## src/source/uart_frame_pkg.sv

```systemverilog
`default_nettype none

package uart_frame_pkg;

  // clock cycles per serial bit
  // a 50 MHz board at 115200 baud would use 434
  localparam int BAUD_DIV   = 16;
  localparam int DATA_BITS  = 8;
  localparam int FRAME_BITS = 11;   // start, data, parity, stop

  typedef logic [DATA_BITS-1:0] uart_byte_t;

  // odd parity bit: data ones plus parity bit give an odd count
  function automatic logic odd_parity(input uart_byte_t b);
    return ~^b;
  endfunction

endpackage

`default_nettype wire

```

## src/source/uart_cmd_pkg.sv

```systemverilog
`default_nettype none

package uart_cmd_pkg;

  import uart_frame_pkg::*;

  localparam int CMD_WIDTH  = 16;
  localparam int GAP_CYCLES = 100;  // idle cycles between the two write frames

  // bit 15 set means write
  typedef struct packed {
    logic                          wr;
    logic [CMD_WIDTH-DATA_BITS-2:0] hi_rest;  // bits 14..8
    uart_byte_t                    lo_byte;
  } uart_cmd_t;

  typedef enum logic [2:0] {
    st_idle,
    st_send_lo,
    st_gap,
    st_send_hi,
    st_send_addr,
    st_wait_reply
  } ctrl_state_t;

endpackage

`default_nettype wire

```

## src/source/tx_byte_if.sv

```systemverilog
`timescale 1ns/100ps
`default_nettype none

interface tx_byte_if
  import uart_frame_pkg::*;
();

  uart_byte_t data;
  logic       send;  // pulse, only while busy low
  logic       busy;
  logic       done;  // pulse on last stop bit cycle

  modport ctrl (output data, output send, input busy, input done);
  modport tx (input data, input send, output busy, output done);

endinterface

`default_nettype wire

```

## src/source/uart_cmd_ctrl.sv

```systemverilog
`timescale 1ns/100ps
`default_nettype none

module uart_cmd_ctrl
  import uart_frame_pkg::*;
  import uart_cmd_pkg::*;
(
  input  logic       clk,
  input  logic       rst_n,
  input  uart_cmd_t  cmd_in,
  input  logic       cmd_vld,
  output logic       cmd_rdy,
  tx_byte_if.ctrl    bus,
  input  uart_byte_t rx_byte,
  input  logic       rx_valid,
  input  logic       rx_parity_ok,
  output uart_byte_t read_data,
  output logic       read_rdy,
  output logic       read_err
);

  ctrl_state_t                   state;
  uart_cmd_t                     cmd_q;
  logic [$clog2(GAP_CYCLES)-1:0] gap_cnt;
  logic                          send_q;
  logic                          accept;
  logic                          reply;

  assign cmd_rdy = (state == st_idle);
  assign accept  = cmd_vld && cmd_rdy;
  assign reply   = (state == st_wait_reply) && rx_valid;  // replies elsewhere are dropped

  assign bus.send = send_q;
  // low byte only for the first write frame, else the high byte
  assign bus.data = (state == st_send_lo) ? cmd_q.lo_byte : {cmd_q.wr, cmd_q.hi_rest};

  always_ff @(posedge clk or negedge rst_n)
  begin
    if (!rst_n)
    begin
      state    <= st_idle;
      gap_cnt  <= '0;
      send_q   <= 1'b0;
      read_rdy <= 1'b0;
      read_err <= 1'b0;
    end
    else
    begin
      send_q   <= 1'b0;
      read_rdy <= 1'b0;
      read_err <= 1'b0;
      case (state)
        st_idle:
        begin
          if (accept)
          begin
            state  <= cmd_in.wr ? st_send_lo : st_send_addr;
            send_q <= 1'b1;
          end
        end
        st_send_lo:
        begin
          if (bus.done)
          begin
            state   <= st_gap;
            gap_cnt <= '0;
          end
        end
        st_gap:
        begin
          // send at count GAP_CYCLES-2 gives exactly GAP_CYCLES idle tx cycles
          if ((gap_cnt == GAP_CYCLES-2) && !bus.busy)
          begin
            state  <= st_send_hi;
            send_q <= 1'b1;
          end
          else
            gap_cnt <= gap_cnt + 1'b1;
        end
        st_send_hi:
        begin
          if (bus.done)
            state <= st_idle;
        end
        st_send_addr:
        begin
          if (bus.done)
            state <= st_wait_reply;
        end
        st_wait_reply:
        begin
          if (reply)  // no timeout
          begin
            state    <= st_idle;
            read_rdy <= 1'b1;
            read_err <= !rx_parity_ok;
          end
        end
        default:
          state <= st_idle;
      endcase
    end
  end

  always_ff @(posedge clk)
  begin
    if (accept)
      cmd_q <= cmd_in;
    if (reply)
      read_data <= rx_byte;
  end

endmodule

`default_nettype wire

```

## src/source/uart_cmd_top.sv

```systemverilog
`timescale 1ns/100ps
`default_nettype none

module uart_cmd_top
  import uart_frame_pkg::*;
  import uart_cmd_pkg::*;
(
  input  logic                 clk,
  input  logic                 rst_n,
  input  logic [CMD_WIDTH-1:0] cmd_in,
  input  logic                 cmd_vld,
  output logic                 cmd_rdy,
  input  logic                 rx,
  output logic                 tx,
  output uart_byte_t           read_data,
  output logic                 read_rdy,
  output logic                 read_err
);

  uart_byte_t rx_byte;
  logic       rx_valid;
  logic       rx_parity_ok;

  tx_byte_if tx_bus ();

  uart_cmd_ctrl u_ctrl (
    .clk          (clk),
    .rst_n        (rst_n),
    .cmd_in       (uart_cmd_t'(cmd_in)),
    .cmd_vld      (cmd_vld),
    .cmd_rdy      (cmd_rdy),
    .bus          (tx_bus.ctrl),
    .rx_byte      (rx_byte),
    .rx_valid     (rx_valid),
    .rx_parity_ok (rx_parity_ok),
    .read_data    (read_data),
    .read_rdy     (read_rdy),
    .read_err     (read_err)
  );

  uart_tx_frame u_tx (
    .clk   (clk),
    .rst_n (rst_n),
    .bus   (tx_bus.tx),
    .tx    (tx)
  );

  uart_rx_frame u_rx (
    .clk          (clk),
    .rst_n        (rst_n),
    .rx           (rx),
    .rx_byte      (rx_byte),
    .rx_valid     (rx_valid),
    .rx_parity_ok (rx_parity_ok)
  );

endmodule

`default_nettype wire

```

## src/source/uart_rx_frame.sv

```systemverilog
`timescale 1ns/100ps
`default_nettype none

module uart_rx_frame
  import uart_frame_pkg::*;
(
  input  logic       clk,
  input  logic       rst_n,
  input  logic       rx,
  output uart_byte_t rx_byte,
  output logic       rx_valid,
  output logic       rx_parity_ok
);

  logic                          rx_meta;
  logic                          rx_sync;
  logic                          rx_prev;
  logic                          active;
  logic [$clog2(BAUD_DIV)-1:0]   baud_cnt;
  logic [$clog2(FRAME_BITS)-1:0] bit_idx;
  uart_byte_t                    shreg;
  logic                          par_bit;
  logic                          sample;

  // half a period for the start bit, then whole periods
  assign sample = active &&
                  ((bit_idx == 0) ? (baud_cnt == BAUD_DIV/2-1) : (baud_cnt == BAUD_DIV-1));

  always_ff @(posedge clk or negedge rst_n)
  begin
    if (!rst_n)
    begin
      rx_meta <= 1'b1;
      rx_sync <= 1'b1;
      rx_prev <= 1'b1;
    end
    else
    begin
      rx_meta <= rx;
      rx_sync <= rx_meta;
      rx_prev <= rx_sync;
    end
  end

  always_ff @(posedge clk or negedge rst_n)
  begin
    if (!rst_n)
    begin
      active       <= 1'b0;
      baud_cnt     <= '0;
      bit_idx      <= '0;
      rx_valid     <= 1'b0;
      rx_parity_ok <= 1'b0;
    end
    else
    begin
      rx_valid <= 1'b0;
      if (!active)
      begin
        if (rx_prev && !rx_sync)  // falling edge
        begin
          active   <= 1'b1;
          baud_cnt <= '0;
          bit_idx  <= '0;
        end
      end
      else if (sample)
      begin
        baud_cnt <= '0;
        if ((bit_idx == 0) && rx_sync)
          active <= 1'b0;  // glitch, not a start bit
        else if (bit_idx == FRAME_BITS-1)
        begin
          active       <= 1'b0;
          rx_valid     <= 1'b1;
          rx_parity_ok <= (odd_parity(shreg) == par_bit);
        end
        else
          bit_idx <= bit_idx + 1'b1;
      end
      else
        baud_cnt <= baud_cnt + 1'b1;
    end
  end

  always_ff @(posedge clk)
  begin
    if (sample)
    begin
      if ((bit_idx >= 1) && (bit_idx <= DATA_BITS))
        shreg <= {rx_sync, shreg[DATA_BITS-1:1]};  // lsb arrives first
      if (bit_idx == DATA_BITS+1)
        par_bit <= rx_sync;
      if (bit_idx == FRAME_BITS-1)
        rx_byte <= shreg;
    end
  end

endmodule

`default_nettype wire

```

## src/source/uart_tx_frame.sv

```systemverilog
`timescale 1ns/100ps
`default_nettype none

module uart_tx_frame
  import uart_frame_pkg::*;
(
  input  logic clk,
  input  logic rst_n,
  tx_byte_if.tx bus,
  output logic tx
);

  logic [$clog2(BAUD_DIV)-1:0]   baud_cnt;
  logic [$clog2(FRAME_BITS)-1:0] bit_idx;
  logic [DATA_BITS+1:0]          shreg;    // data, parity, stop still to go
  logic                          start;
  logic                          bit_end;

  assign start   = bus.send && !bus.busy;
  assign bit_end = bus.busy && (baud_cnt == BAUD_DIV-1);

  always_ff @(posedge clk or negedge rst_n)
  begin
    if (!rst_n)
    begin
      bus.busy <= 1'b0;
      bus.done <= 1'b0;
      tx       <= 1'b1;
      baud_cnt <= '0;
      bit_idx  <= '0;
    end
    else
    begin
      bus.done <= 1'b0;
      if (start)
      begin
        bus.busy <= 1'b1;
        tx       <= 1'b0;  // start bit
        baud_cnt <= '0;
        bit_idx  <= '0;
      end
      else if (bit_end)
      begin
        baud_cnt <= '0;
        bit_idx  <= bit_idx + 1'b1;
        tx       <= shreg[0];
      end
      else if (bus.busy)
      begin
        baud_cnt <= baud_cnt + 1'b1;
        // free the bus one cycle early so done lands on the last stop cycle
        if ((bit_idx == FRAME_BITS-1) && (baud_cnt == BAUD_DIV-2))
        begin
          bus.busy <= 1'b0;
          bus.done <= 1'b1;
        end
      end
    end
  end

  always_ff @(posedge clk)
  begin
    if (start)
      shreg <= {1'b1, odd_parity(bus.data), bus.data};
    else if (bit_end)
      shreg <= {1'b1, shreg[DATA_BITS+1:1]};  // lsb first
  end

endmodule

`default_nettype wire
```

## config.mk

```make
export PLATFORM = sky130hd
export DESIGN_NAME = uart_cmd_top
export DESIGN_NICKNAME = d
export VERILOG_FILES = /design/src/source/uart_frame_pkg.sv /design/src/source/uart_cmd_pkg.sv /design/src/source/tx_byte_if.sv /design/src/source/uart_cmd_ctrl.sv /design/src/source/uart_cmd_top.sv /design/src/source/uart_rx_frame.sv /design/src/source/uart_tx_frame.sv
export SDC_FILE = /design/constraint.sdc
export NUM_CORES = 1
export LEC_CHECK = 0
export BUFFER_PORTS_ARGS = -buffer_cell sky130_fd_sc_hd__buf_2
export CAP_MARGIN = 40
export CORE_MARGIN = 2
export CORE_UTILIZATION = 34
export DETAILED_ROUTE_END_ITERATION = 7
export HOLD_SLACK_MARGIN = 0.02
export PLACE_DENSITY_LB_ADDON = 0.25
export SYNTH_ARGS = -nofsm -noshare
export SYNTH_HDL_FRONTEND = slang
export SYNTH_SLANG_ARGS = --single-unit
```

## constraint.sdc

```tcl
create_clock -name clk -period 2.84 [get_ports clk]
set_input_delay 0.852 -clock clk [delete_from_list [all_inputs] [get_ports clk]]
set_output_delay 0.852 -clock clk [all_outputs]
set_load 0.05 [all_outputs]
```

==> results of run 1 <==
cell families after synthesis:
| kind of cell | Yosys count |
|---|---|
| AO/OA/AOI/OAI | 48 |
| XOR/XNOR | 31 |
| adder cells (fa/ha/maj) | 11 |
| buffers and inverters | 20 |
| flip-flops | 88 |
| multiplexers | 14 |
| AND/OR/NAND/NOR | 97 |
worst max path at each step:
stage | slack [ps] | end | start | cells after the start
finish | 600 | cmd_rdy | u_ctrl.state[0]$_DFFE_PN0P_ | 2
global route | 440 | cmd_rdy | u_ctrl.state[1]$_DFFE_PN0P_ | 2
CTS | 590 | cmd_rdy | u_ctrl.state[1]$_DFFE_PN0P_ | 2
detailed placement | 740 | u_rx.shreg[1]$_DFFE_PP_ | u_rx.bit_idx[0]$_DFFE_PN0P_ | 6
global placement | 810 | u_rx.shreg[3]$_DFFE_PP_ | u_rx.bit_idx[0]$_DFFE_PN0P_ | 6
floorplan | 70 | u_ctrl.cmd_q[0]$_DFFE_PP_ | u_ctrl.state[2]$_DFFE_PN0P_ | 4
synthesized netlist by cell type, types with 3 or more instances:
cell type	number
xor2_1	5
o22ai_1	3
nand4_1	4
nand3_1	10
nand2_1	38
edfxtp_1	50
o21ai_0	25
ha_1	11
nand2b_1	5
dfrtp_1	34
xnor2_1	26
nor2_1	15
nor3_1	5
a21oi_1	4
buf_2	5
inv_1	9
mux2i_1	13
nor2b_1	3
dfstp_2	4
layout by cell type (no fill, tap or decap), types with 2 or more instances in the layout:
cell and instances:
a2111oi_4 2, nand3_1 10, nand3b_1 2, a21o_1 2
nor3_1 5, xor2_1 5, xnor2_1 26, ha_1 11
buf_2 31, edfxtp_1 50, and2_1 2, dfrtp_1 34
clkbuf_16 9, dfstp_2 4, and3_1 2, o21ai_0 25
a21oi_1 4, o22ai_1 3, mux2i_1 13, bufinv_16 4
inv_1 9, nand2b_1 5, nand2_1 38, nand4_1 4
buf_4 5, nor2_1 15, nor2b_1 3, a211oi_1 2
power groups by stage:
stage	Sequential, uW	Clock (uW)	Combinational [uW]
after detailed placement	1550	0	323
after CTS	1530	1460	323
after global routing	1550	1520	372
after floorplan	1530	0	254
after global placement	1550	0	304
final	1530	1420	319
stage by stage:
stage / setup WS, ps / area [um2] / power, uW / util / instances
floorplan: 73.7 / 3980 / 1780 / - / 309
global placement: 814 / 4280 / 1860 / 0.375 / 477
detailed placement: 741 / 4300 / 1880 / 0.376 / 478
CTS: 589 / 4670 / 3310 / 0.409 / 494
global route: 436 / 4670 / 3430 / 0.409 / 494
finish: 597 / 4670 / 3280 / 0.409 / 494
routing by layer:
layer	part of all wire	up-vias	wire length, um
met1	0.48	1146	3240
met5	0	-	0
met2	0.45	43	3050
met3	0.052	13	352
li1	-	1172	-
met4	0.017	0	112
cell type report:
type                       count  area share
tap                          143      0.0383
inverter                       9     0.00724
multi-input combinational    201       0.303
clock inverter                 5      0.0273
timing repair buffer          37      0.0456
sequential                    88       0.527
clock buffer                  11      0.0520
state kept, by name, summed over array words and instances (netlist names), 3 cells and up:
register,flops
u_ctrl.cmd_q,16
u_tx.bit_idx,4
u_tx.shreg,9
u_rx.baud_cnt,4
u_ctrl.gap_cnt,7
u_tx.baud_cnt,4
u_rx.bit_idx,4
u_ctrl.read_data,8
u_rx.rx_byte,8
u_rx.shreg,8
u_ctrl.state,3
==> impl_results.html, run 1 <==
<table>
<tr><th>Metric</th><th>Value</th></tr>
<tr><th colspan="2">Clocking</th></tr>
<tr><td>CTS tree</td><td>built</td></tr>
<tr><td>Post-cts resize count</td><td>0</td></tr>
<tr><td>Hold-fix buffer count after cts</td><td>0</td></tr>
<tr><td>Longest Clk Path Bufs</td><td>2</td></tr>
<tr><td>Total number of clock tree sinks</td><td>88</td></tr>
<tr><td>Maximum level of the CTS H-tree</td><td>3</td></tr>
<tr><td>Total clock buffers created by CTS</td><td>9</td></tr>
<tr><td>Clock root buffer</td><td>clkbuf_16</td></tr>
<tr><td>Clock transition at the register clock pins on the worst setup and hold paths after CTS</td><td>60 ps</td></tr>
<tr><td>Number of post-CTS setup repair buffers</td><td>0</td></tr>
<tr><td>Clk Latency, worst-skew pair</td><td>330 ps</td></tr>
<tr><th colspan="2">GRT</th></tr>
<tr><td>Met3 track demand over resource in global routing</td><td>0.0464</td></tr>
<tr><td>Antenna violations before repair</td><td>0</td></tr>
<tr><td>Maximum number of pins on one net before global-route repair</td><td>30</td></tr>
<tr><td>Met2 routing resource usage after global routing</td><td>0.176</td></tr>
<tr><td>Number of global-route vias before repair</td><td>2385</td></tr>
<tr><td>Wire length of the first global-routing pass</td><td>11500 um</td></tr>
<tr><td>Global routing met1 resource utilization</td><td>0.153</td></tr>
<tr><td>Total gr overflow</td><td>0</td></tr>
<tr><td>Global routing usage summed across all routing layers</td><td>0.115</td></tr>
<tr><td>Gr busiest metal</td><td>met2</td></tr>
<tr><th colspan="2">Yosys</th></tr>
<tr><td>Number of enable-type register cells in the synthesized netlist</td><td>50</td></tr>
<tr><td>Multiplexer share of the synthesized area</td><td>0.0356</td></tr>
<tr><td>Simple-gate portion of the synthesized area</td><td>0.129</td></tr>
<tr><td>Yosys reg bits</td><td>88</td></tr>
<tr><td>Synthesized area per cell</td><td>12.9 um2</td></tr>
<tr><td>Yosys Warn Count</td><td>0</td></tr>
<tr><td>Proportion of synthesized chip area in sequential cells</td><td>0.618</td></tr>
<tr><td>Main combinational cell family by area after synthesis</td><td>simple AND/OR/NAND/NOR gates</td></tr>
<tr><td>XOR/XNOR share of the synthesized area</td><td>0.0683</td></tr>
<tr><td>Syn Nets</td><td>340</td></tr>
<tr><td>Post-Synthesis Cell Area</td><td>0.00397 mm2</td></tr>
<tr><td>Top cell type's share of synthesized area</td><td>0.378</td></tr>
<tr><td>Top_reg_cell synth</td><td>edfxtp_1</td></tr>
<tr><td>Most area-consuming cells after synthesis</td><td>edfxtp_1, dfrtp_1, xnor2_1</td></tr>
<tr><td>Cells after synthesis</td><td>309</td></tr>
<tr><td>Proportion of synthesized flip-flops having asynchronous set or reset</td><td>0.432</td></tr>
<tr><td>Dominant cell type by area after synthesis</td><td>edfxtp_1</td></tr>
<tr><td>Post-synthesis compound-gate area fraction</td><td>0.0878</td></tr>
<tr><td>Post-synthesis cell type count</td><td>50</td></tr>
<tr><td>Arithmetic-cell share of the synthesized area counting full adders, half adders and majority gates</td><td>0.0346</td></tr>
<tr><th colspan="2">Floorplan</th></tr>
<tr><td>Count of pins on the block boundary</td><td>32</td></tr>
<tr><td>Effective utilization at floorplan</td><td>0.348</td></tr>
<tr><td>Number of placement rows</td><td>39</td></tr>
<tr><td>Core box area</td><td>0.0114 mm2</td></tr>
<tr><td>Die Span Y</td><td>112 um</td></tr>
<tr><td>Die boundary width</td><td>112 um</td></tr>
<tr><td>Die Outline Area</td><td>0.0126 mm2</td></tr>
<tr><th colspan="2">Critical path</th></tr>
<tr><td>CP peak stage delay</td><td>490 ps</td></tr>
<tr><td>Startpoint-to-endpoint class of the critical path</td><td>reg2out</td></tr>
<tr><td>Setup slack on the worst flop-to-flop path</td><td>730 ps</td></tr>
<tr><td>Cell type group with the largest total delay on the critical path</td><td>flip-flops</td></tr>
<tr><td>Data required, critical path</td><td>1990 ps</td></tr>
<tr><td>Reg2Reg Capture Point</td><td>u_rx.shreg[6]$_DFFE_PP_</td></tr>
<tr><td>Critical Path End Type</td><td>output pin</td></tr>
<tr><td>Worst-path maximum fanout</td><td>10</td></tr>
<tr><td>Data arrival at the endpoint of the critical path</td><td>1390 ps</td></tr>
<tr><td>Startpoint types</td><td>register</td></tr>
<tr><td>Cell-by-cell trace of the critical path</td><td>nor3_1 -&gt; buf_2</td></tr>
<tr><td>Critical Path Slowest Stage Cell</td><td>dfrtp_1</td></tr>
<tr><td>R2R depth</td><td>6</td></tr>
<tr><td>CP bufs+invs</td><td>1</td></tr>
<tr><td>Worst flop-to-flop path startpoint</td><td>u_rx.bit_idx[0]$_DFFE_PN0P_</td></tr>
<tr><th colspan="2">Drt</th></tr>
<tr><td>Via count</td><td>2374</td></tr>
<tr><td>First-iteration detailed-routing DRC count</td><td>91</td></tr>
<tr><td>Routed wire length</td><td>6750 um</td></tr>
<tr><td>Per-cell routed wire length</td><td>13.7 um</td></tr>
<tr><td>Post-DRT Antenna Nets</td><td>0</td></tr>
<tr><td>Via density</td><td>4.81</td></tr>
<tr><td>First-pass DRT Iterations</td><td>4</td></tr>
<tr><td>Post-route DRC violation count</td><td>0</td></tr>
<tr><th colspan="2">STA</th></tr>
<tr><td>Worst hold slack across all endpoints</td><td>355 ps</td></tr>
<tr><td>Time the final worst path needs with I/O delays and setup</td><td>2240 ps</td></tr>
<tr><td>Final-report hold violation count</td><td>0</td></tr>
<tr><td>Max Clock Freq</td><td>446 MHz</td></tr>
<tr><td>Number of pins exceeding their max-slew limit in the final report</td><td>0</td></tr>
<tr><td>Post-route clock period utilization</td><td>0.790</td></tr>
<tr><td>Tightest Pin Transition</td><td>746 ps</td></tr>
<tr><td>Total setup violations reported at the end of the flow</td><td>0</td></tr>
<tr><td>Setup Skew</td><td>6.32 ps</td></tr>
<tr><td>Setup tns final</td><td>0 ps</td></tr>
<tr><td>RSZ-0062 raised after global routing</td><td>no</td></tr>
<tr><td>Headroom to the max-slew limit</td><td>0.503</td></tr>
<tr><th colspan="2">Power and ir drop</th></tr>
<tr><td>Sequential share of power</td><td>0.468</td></tr>
<tr><td>Fraction of power spent switching nets</td><td>0.224</td></tr>
<tr><td>Part of the power in the clock network</td><td>0.435</td></tr>
<tr><td>Net switching power of the design</td><td>732 uW</td></tr>
<tr><td>Peak supply drop</td><td>0.396 mV</td></tr>
<tr><td>Internal power summed over all cells</td><td>2540 uW</td></tr>
<tr><td>Leakage Power</td><td>0.00182 uW</td></tr>
<tr><td>Power share of the combinational group</td><td>0.097</td></tr>
<tr><td>Power per cell area</td><td>702 mW/mm2</td></tr>
<tr><th colspan="2">Finish</th></tr>
<tr><td>Final antenna diode count</td><td>0</td></tr>
<tr><td>Combined area of the multi-input logic cells</td><td>0.00141 mm2</td></tr>
<tr><td>Post-layout nets</td><td>377</td></tr>
<tr><td>Combined flip-flop and latch cell area</td><td>0.00246 mm2</td></tr>
<tr><td>Number of fill cells</td><td>1087</td></tr>
<tr><td>Area Overhead vs Synth</td><td>17.4%</td></tr>
<tr><td>Fraction of final layout cells sized beyond drive strength 1</td><td>0.188</td></tr>
<tr><th colspan="2">Min path</th></tr>
<tr><td>Kind of path behind the tightest hold check</td><td>reg2reg</td></tr>
<tr><td>Worst hold path endpoint</td><td>u_rx.rx_sync$_DFF_PN1_</td></tr>
<tr><td>Number of cells on the worst hold path</td><td>0</td></tr>
<tr><td>Worst Hold Launch</td><td>u_rx.rx_meta$_DFF_PN1_</td></tr>
<tr><th colspan="2">Placement</th></tr>
<tr><td>RePlAce Congestion</td><td>0.781</td></tr>
<tr><td>Post-DP HPWL</td><td>4930 um</td></tr>
<tr><td>Count of port buffers added during placement</td><td>31</td></tr>
<tr><th colspan="2">Run status</th></tr>
<tr><td>Outcome</td><td>finished clean</td></tr>
<tr><th colspan="2">Run</th></tr>
<tr><td>Reported max-cap violation count</td><td>0</td></tr>
</table>
Power figures use the tool's default switching activity.
==> run 2, diff against run 1 <==
Clock period 2.84 ns to 1.8 ns, I/O delays scaled along.
==> run 2 against run 1 <==
Net effect:
- clock power rose by 49%
- via count grew 1.9%
- critical path depth unchanged
- largest power group unchanged
- combinational power increased by 140%
- register-to-register slack got worse by 650 ps
- routed wire length is 6.0% higher
- core utilization rose by 1.7 points
- non-clock buffer count grew 17
- hold slack got worse by 110 ps
- clock-buffer cell count fell by 2
- sequential share of layout area down 2.1 points
==> impl_results.html, run 2 (same netlist as run 1, synthesis figures left out) <==
<table>
<tr><th>Metric</th><th>Value</th></tr>
<tr><th colspan="2">Placement</th></tr>
<tr><td>Worst setup slack after placement</td><td>-22.7 ps</td></tr>
<tr><td>Count of port buffers added during placement</td><td>31</td></tr>
<tr><td>Post-DP HPWL</td><td>4920 um</td></tr>
<tr><td>RePlAce Congestion</td><td>0.785</td></tr>
<tr><th colspan="2">Clocking</th></tr>
<tr><td>Clock transition at the register clock pins on the worst setup and hold paths after CTS</td><td>60 ps</td></tr>
<tr><td>Maximum level of the CTS H-tree</td><td>3</td></tr>
<tr><td>CTS tree</td><td>built</td></tr>
<tr><td>Total clock buffers created by CTS</td><td>9</td></tr>
<tr><td>Longest Clk Path Bufs</td><td>2</td></tr>
<tr><td>Total number of clock tree sinks</td><td>88</td></tr>
<tr><td>Clk Latency, worst-skew pair</td><td>340 ps</td></tr>
<tr><td>Clock root buffer</td><td>clkbuf_16</td></tr>
<tr><th colspan="2">Finish</th></tr>
<tr><td>Combined area of the multi-input logic cells</td><td>0.00150 mm2</td></tr>
<tr><td>Leading cell type in the layout, fill and taps excluded</td><td>edfxtp_1</td></tr>
<tr><td>Number of flip-flops under the largest register name</td><td>16</td></tr>
<tr><td>Most used cells in the layout excluding fill and tap cells</td><td>edfxtp_1, nand2_1, dfrtp_1</td></tr>
<tr><td>Register bank with the most flops</td><td>u_ctrl.cmd_q</td></tr>
<tr><td>Final antenna diode count</td><td>0</td></tr>
<tr><td>Area Overhead vs Synth</td><td>22.4%</td></tr>
<tr><td>Registers with the highest flip-flop counts</td><td>u_ctrl.cmd_q: 16 flops, u_tx.shreg: 9 flops</td></tr>
<tr><td>Fraction of final layout cells sized beyond drive strength 1</td><td>0.261</td></tr>
<tr><td>Utilization after layout</td><td>0.426</td></tr>
<tr><td>Number of fill cells</td><td>1069</td></tr>
<tr><td>Combined flip-flop and latch cell area</td><td>0.00246 mm2</td></tr>
<tr><td>Post-layout nets</td><td>394</td></tr>
<tr><th colspan="2">Drt</th></tr>
<tr><td>Via count</td><td>2420</td></tr>
<tr><td>Post-route DRC violation count</td><td>0</td></tr>
<tr><td>Via density</td><td>4.74</td></tr>
<tr><td>Post-DRT Antenna Nets</td><td>0</td></tr>
<tr><td>First-iteration detailed-routing DRC count</td><td>125</td></tr>
<tr><td>Routed wire length</td><td>7160 um</td></tr>
<tr><td>First-pass DRT Iterations</td><td>4</td></tr>
<tr><td>Per-cell routed wire length</td><td>14.0 um</td></tr>
<tr><th colspan="2">Floorplan</th></tr>
<tr><td>Die boundary width</td><td>112 um</td></tr>
<tr><td>Number of placement rows</td><td>39</td></tr>
<tr><td>Core box area</td><td>0.0114 mm2</td></tr>
<tr><td>Die Span Y</td><td>112 um</td></tr>
<tr><td>Effective utilization at floorplan</td><td>0.348</td></tr>
<tr><td>Count of pins on the block boundary</td><td>32</td></tr>
<tr><td>Die Outline Area</td><td>0.0126 mm2</td></tr>
<tr><th colspan="2">Power and ir drop</th></tr>
<tr><td>Sequential share of power</td><td>0.452</td></tr>
<tr><td>Leakage Power</td><td>0.00189 uW</td></tr>
<tr><td>Power share of the combinational group</td><td>0.147</td></tr>
<tr><td>Fraction of power spent switching nets</td><td>0.246</td></tr>
<tr><td>Internal power summed over all cells</td><td>3980 uW</td></tr>
<tr><td>Power per cell area</td><td>1090 mW/mm2</td></tr>
<tr><td>Net switching power of the design</td><td>1300 uW</td></tr>
<tr><td>Peak supply drop</td><td>0.721 mV</td></tr>
<tr><td>Part of the power in the clock network</td><td>0.401</td></tr>
<tr><th colspan="2">Critical path</th></tr>
<tr><td>Critical Path End Type</td><td>output pin</td></tr>
<tr><td>Critical Path Slowest Stage Cell</td><td>dfrtp_2</td></tr>
<tr><td>Data arrival at the endpoint of the critical path</td><td>1220 ps</td></tr>
<tr><td>Startpoint-to-endpoint class of the critical path</td><td>reg2out</td></tr>
<tr><td>Data required, critical path</td><td>1260 ps</td></tr>
<tr><td>Worst-path maximum fanout</td><td>7</td></tr>
<tr><td>CP peak stage delay</td><td>470 ps</td></tr>
<tr><td>Startpoint types</td><td>register</td></tr>
<tr><td>Cell-by-cell trace of the critical path</td><td>nor3_4 -&gt; buf_6</td></tr>
<tr><th colspan="2">Min path</th></tr>
<tr><td>Kind of path behind the tightest hold check</td><td>in2async</td></tr>
<tr><th colspan="2">STA</th></tr>
<tr><td>Number of pins exceeding their max-slew limit in the final report</td><td>0</td></tr>
<tr><td>Time the final worst path needs with I/O delays and setup</td><td>1760 ps</td></tr>
<tr><td>Crit path setup slack, layout</td><td>37.1 ps</td></tr>
<tr><td>Headroom to the max-slew limit</td><td>0.677</td></tr>
<tr><td>Max Clock Freq</td><td>567 MHz</td></tr>
<tr><td>Tightest Pin Transition</td><td>485 ps</td></tr>
<tr><td>Total setup violations reported at the end of the flow</td><td>0</td></tr>
<tr><td>Setup Skew</td><td>4.82 ps</td></tr>
<tr><td>Post-route clock period utilization</td><td>0.979</td></tr>
<tr><td>RSZ-0062 raised after global routing</td><td>yes</td></tr>
<tr><td>Final-report hold violation count</td><td>0</td></tr>
<tr><th colspan="2">GRT</th></tr>
<tr><td>Number of global-route vias before repair</td><td>2520</td></tr>
<tr><td>Global routing usage summed across all routing layers</td><td>0.123</td></tr>
<tr><td>Wire length of the first global-routing pass</td><td>12200 um</td></tr>
<tr><td>Maximum number of pins on one net before global-route repair</td><td>39</td></tr>
<tr><td>Antenna violations before repair</td><td>0</td></tr>
<tr><td>Total gr overflow</td><td>0</td></tr>
<tr><th colspan="2">Run</th></tr>
<tr><td>Reported max-cap violation count</td><td>0</td></tr>
<tr><th colspan="2">Run status</th></tr>
<tr><td>Outcome</td><td>finished clean</td></tr>
</table>
[run 2: critical path, delay by kind of cell, from the launching register on]
| kind | cells | cell delay [ps] |
|---|---|---|
| DFF | 1 | 470 |
| and+or+nand+nor | 1 | 230 |
| buffers and inverters | 1 | 190 |
[run 2: worst paths after layout]
check / slack (ps) / depth (start not counted) / startpoint / end
max: 40 / 2 / u_ctrl.state[1]$_DFFE_PN0P_ / cmd_rdy
max reg2reg: 80 / 8 / u_rx.bit_idx[0]$_DFFE_PN0P_ / u_rx.bit_idx[2]$_DFFE_PN0P_
min in group clk: 300 / 1 / rx / u_rx.rx_meta$_DFF_PN1_
min reg2reg: 360 / 0 / u_rx.rx_meta$_DFF_PN1_ / u_rx.rx_sync$_DFF_PN1_
min: 250 / 2 / rst_n / u_tx.baud_cnt[2]$_DFFE_PN0P_
max in group asynchronous: 1190 / 2 / rst_n / u_ctrl.state[1]$_DFFE_PN0P_
[run 2: layer usage]
metal  GRT usage  vias up  share of wire
met1       0.153     1175           0.45
met5           0        -              0
met4      0.0333        0          0.010
met2       0.198       35           0.49
li1            -     1204              -
met3      0.0491        6          0.042
[run 2: layout make-up]
type / instances / area share
Sequential cell: 88 / 0.506
Clock buffer: 9 / 0.0463
Tap cell: 143 / 0.0368
Clock inverter: 7 / 0.0247
Multi-Input combinational cell: 201 / 0.309
Timing Repair Buffer: 54 / 0.0710
Inverter: 9 / 0.00694
[run 2: timing repair]
action | CTS | global route
pin swaps | 4 | 8
setup buffers | 4 | 2
endpoints found under the hold margin | 0 | 0
setup endpoints to repair | 14 | 20
hold buffers | 0 | 0
gates resized for setup | 8 | 6
[run 2: power by group through the flow]
stage                     clock, uW  combinational (uW)  sequential [uW]
final                          2120                 776             2390
after global routing           2270                 867             2400
after CTS                      2180                 763             2390
after detailed placement          0                 663             2420
after global placement            0                 636             2420
after floorplan                   0                 467             2410
[run 2: stage by stage]
step                      std cells  hold slack [ps]  total power, uW  area, um2  setup TNS, ps
final                           511              246             5280       4860              0
after global routing            511              278             5540       4860           -134
after CTS                       509              263             5330       4820           -136
after detailed placement        489              350             3080       4420          -38.4
after global placement          489              348             3050       4420              0
after floorplan                 309              244             2880       4040           -138
==> run 3, diff against run 2 <==
Clock period 1.8 ns to 1.7 ns, I/O delays scaled along.
==> run 3 against run 2 <==
Net effect:
- the flow now finishes with violations (negative setup slack)
- sequential power is 5% higher
- clock power down 9.9%
- routed wire length grew 0.18%
- register-to-register slack got worse by 180 ps
- clock skew down 1.7 ps
- design area up 2.8%
- die area stayed put
- highest routed layer unchanged
- critical path depth up 6
- cell count grew 3.5%
- power fell by 0.37%
- global-route usage is 0.14 points lower
==> impl_results.html, run 3 (same netlist as run 1, synthesis figures left out) <==
<table>
<tr><th>Metric</th><th>Value</th></tr>
<tr><th colspan="2">Drt</th></tr>
<tr><td>Routed wire length</td><td>7180 um</td></tr>
<tr><td>Post-route DRC violation count</td><td>0</td></tr>
<tr><td>First-iteration detailed-routing DRC count</td><td>121</td></tr>
<tr><td>Post-DRT Antenna Nets</td><td>0</td></tr>
<tr><td>Via density</td><td>4.74</td></tr>
<tr><td>Via count</td><td>2508</td></tr>
<tr><td>First-pass DRT Iterations</td><td>4</td></tr>
<tr><td>Per-cell routed wire length</td><td>13.6 um</td></tr>
<tr><th colspan="2">Floorplan</th></tr>
<tr><td>Core box area</td><td>0.0114 mm2</td></tr>
<tr><td>Die Outline Area</td><td>0.0126 mm2</td></tr>
<tr><td>Count of pins on the block boundary</td><td>32</td></tr>
<tr><td>Effective utilization at floorplan</td><td>0.348</td></tr>
<tr><td>Number of placement rows</td><td>39</td></tr>
<tr><td>Die Span Y</td><td>112 um</td></tr>
<tr><td>Die boundary width</td><td>112 um</td></tr>
<tr><th colspan="2">Power and ir drop</th></tr>
<tr><td>Net switching power of the design</td><td>1340 uW</td></tr>
<tr><td>Part of the power in the clock network</td><td>0.362</td></tr>
<tr><td>Internal power summed over all cells</td><td>3920 uW</td></tr>
<tr><td>Power per cell area</td><td>1050 mW/mm2</td></tr>
<tr><td>Sequential share of power</td><td>0.479</td></tr>
<tr><td>Leakage Power</td><td>0.00199 uW</td></tr>
<tr><td>Power share of the combinational group</td><td>0.158</td></tr>
<tr><td>Final Power</td><td>5260 uW</td></tr>
<tr><td>Peak supply drop</td><td>0.615 mV</td></tr>
<tr><td>Fraction of power spent switching nets</td><td>0.254</td></tr>
<tr><th colspan="2">Clocking</th></tr>
<tr><td>Maximum level of the CTS H-tree</td><td>3</td></tr>
<tr><td>Total number of clock tree sinks</td><td>88</td></tr>
<tr><td>Clock root buffer</td><td>clkbuf_16</td></tr>
<tr><td>Clk Latency, worst-skew pair</td><td>340 ps</td></tr>
<tr><td>Total clock buffers created by CTS</td><td>9</td></tr>
<tr><td>Longest Clk Path Bufs</td><td>2</td></tr>
<tr><td>Hold-fix buffer count after cts</td><td>0</td></tr>
<tr><td>CTS tree</td><td>built</td></tr>
<tr><td>Clock transition at the register clock pins on the worst setup and hold paths after CTS</td><td>60 ps</td></tr>
<tr><th colspan="2">Finish</th></tr>
<tr><td>Most used cells in the layout excluding fill and tap cells</td><td>edfxtp_1, nand2_1, buf_4, dfrtp_1, buf_2</td></tr>
<tr><td>Final antenna diode count</td><td>0</td></tr>
<tr><td>Leading cell type in the layout, fill and taps excluded</td><td>edfxtp_1</td></tr>
<tr><td>Design Area, Final</td><td>0.00500 mm2</td></tr>
<tr><td>Number of flip-flops under the largest register name</td><td>16</td></tr>
<tr><td>Registers with the highest flip-flop counts</td><td>u_ctrl.cmd_q: 16 flops, u_tx.shreg: 9 flops</td></tr>
<tr><td>Post-layout nets</td><td>412</td></tr>
<tr><td>Utilization after layout</td><td>0.438</td></tr>
<tr><td>Number of fill cells</td><td>1066</td></tr>
<tr><td>Fraction of final layout cells sized beyond drive strength 1</td><td>0.295</td></tr>
<tr><td>Register bank with the most flops</td><td>u_ctrl.cmd_q</td></tr>
<tr><td>Area Overhead vs Synth</td><td>25.9%</td></tr>
<tr><th colspan="2">STA</th></tr>
<tr><td>Setup Skew</td><td>3.13 ps</td></tr>
<tr><td>Final-report hold violation count</td><td>0</td></tr>
<tr><td>Crit path setup slack, layout</td><td>-99.7 ps</td></tr>
<tr><td>Setup tns final</td><td>-527 ps</td></tr>
<tr><td>RSZ-0062 raised after global routing</td><td>yes</td></tr>
<tr><td>Worst hold slack across all endpoints</td><td>126 ps</td></tr>
<tr><td>Total setup violations reported at the end of the flow</td><td>14</td></tr>
<tr><td>Max Clock Freq</td><td>556 MHz</td></tr>
<tr><td>Post-route clock period utilization</td><td>1.06</td></tr>
<tr><td>Number of pins exceeding their max-slew limit in the final report</td><td>0</td></tr>
<tr><td>Tightest Pin Transition</td><td>643 ps</td></tr>
<tr><td>Headroom to the max-slew limit</td><td>0.567</td></tr>
<tr><td>Time the final worst path needs with I/O delays and setup</td><td>1800 ps</td></tr>
<tr><th colspan="2">GRT</th></tr>
<tr><td>Total gr overflow</td><td>0</td></tr>
<tr><td>Maximum number of pins on one net before global-route repair</td><td>39</td></tr>
<tr><td>Antenna violations before repair</td><td>0</td></tr>
<tr><td>Global routing usage summed across all routing layers</td><td>0.121</td></tr>
<tr><td>Wire length of the first global-routing pass</td><td>12100 um</td></tr>
<tr><td>Number of global-route vias before repair</td><td>2504</td></tr>
<tr><th colspan="2">Placement</th></tr>
<tr><td>Area of placed instances</td><td>0.00451 mm2</td></tr>
<tr><td>Post-DP HPWL</td><td>5000 um</td></tr>
<tr><td>Count of port buffers added during placement</td><td>31</td></tr>
<tr><td>RePlAce Congestion</td><td>0.766</td></tr>
<tr><th colspan="2">Critical path</th></tr>
<tr><td>Startpoint-to-endpoint class of the critical path</td><td>reg2reg</td></tr>
<tr><td>Data required, critical path</td><td>1920 ps</td></tr>
<tr><td>Critical Path End Type</td><td>register</td></tr>
<tr><td>Startpoint types</td><td>register</td></tr>
<tr><td>Worst-path maximum fanout</td><td>5</td></tr>
<tr><td>Data arrival at the endpoint of the critical path</td><td>2020 ps</td></tr>
<tr><th colspan="2">Run</th></tr>
<tr><td>Reported max-cap violation count</td><td>0</td></tr>
<tr><th colspan="2">Run status</th></tr>
<tr><td>Failing checks</td><td>negative setup slack</td></tr>
<tr><td>Outcome</td><td>complete, but fails checks</td></tr>
<tr><th colspan="2">Min path</th></tr>
<tr><td>Kind of path behind the tightest hold check</td><td>in2async</td></tr>
</table>
[run 3: changes by cell type in the layout (fill, tap and decap cells not counted), moves of 2 or more]
cell        before  now
clkinvlp_4       4    0
clkinv_1         0    2
buf_4           20   33
buf_6            4    7
buf_12           0    2
clkinv_4         0    2
o21ai_0         25   23
bufinv_16        3    1
[run 3: per-stage QoR]
| step | setup slack [ps] | std cells |
|---|---|---|
| floorplan | -110 | 309 |
| global placement | -1.91 | 498 |
| detailed placement | -61.3 | 498 |
| CTS | -80.1 | 521 |
| global route | -176 | 529 |
| finish | -99.7 | 529 |
[run 3: timing repair]
action | CTS | global route
cloned | 0 | 0
gates resized for setup | 10 | 13
pin swaps | 3 | 10
setup buffers | 7 | 8
endpoints found under the setup margin | 14 | 31
[run 3: worst paths after layout]
check	cells after the start	endpoint	slack (ps)	start
min reg2reg	0	u_rx.rx_sync$_DFF_PN1_	360	u_rx.rx_meta$_DFF_PN1_
max in group asynchronous	2	u_rx.rx_prev$_DFF_PN1_	1310	rst_n
min in group clk	1	u_rx.rx_meta$_DFF_PN1_	270	rx
min	2	u_tx.bit_idx[2]$_DFFE_PN0P_	130	rst_n
max reg2reg	8	u_ctrl.gap_cnt[6]$_DFFE_PN0P_	-100	u_ctrl.state[0]$_DFFE_PN0P_
max	8	u_ctrl.gap_cnt[6]$_DFFE_PN0P_	-100	u_ctrl.state[0]$_DFFE_PN0P_
[run 3: final cells by class]
type | count | area, um2 | share of cell area
Clock inverter | 6 | 60.1 | 0.0120
Sequential cell | 88 | 2460 | 0.492
Clock buffer | 10 | 229 | 0.0458
Multi-Input combinational cell | 201 | 1520 | 0.305
Timing Repair Buffer | 72 | 517 | 0.103
Tap cell | 143 | 179 | 0.0358
Inverter | 9 | 33.8 | 0.00676
[run 3: metal layers]
metal | wire length [um] | global-route usage
met1 | 3340 | 0.157
met2 | 3520 | 0.192
met4 | 101 | 0.0382
met3 | 209 | 0.0421
met5 | 0 | 0
[run 3: worst max-delay path, cell delays in order (launching register included)]
cell	delay (ps)
dfrtp_1	400
buf_6	130
buf_6	110
and2b_1	220
o41ai_4	90
buf_4	160
a2111oi_4	350
xnor2_1	150
nor2_1	60
[run 3: power by group through the flow]
stage | logic, uW | registers [uW] | clock network [uW]
2_1_floorplan | 494 | 2550 | 0
3_3_place_gp | 717 | 2550 | 0
3_5_place_dp | 745 | 2550 | 0
4_1_cts | 810 | 2520 | 1960
5_1_grt | 941 | 2540 | 2060
6_report | 832 | 2520 | 1910
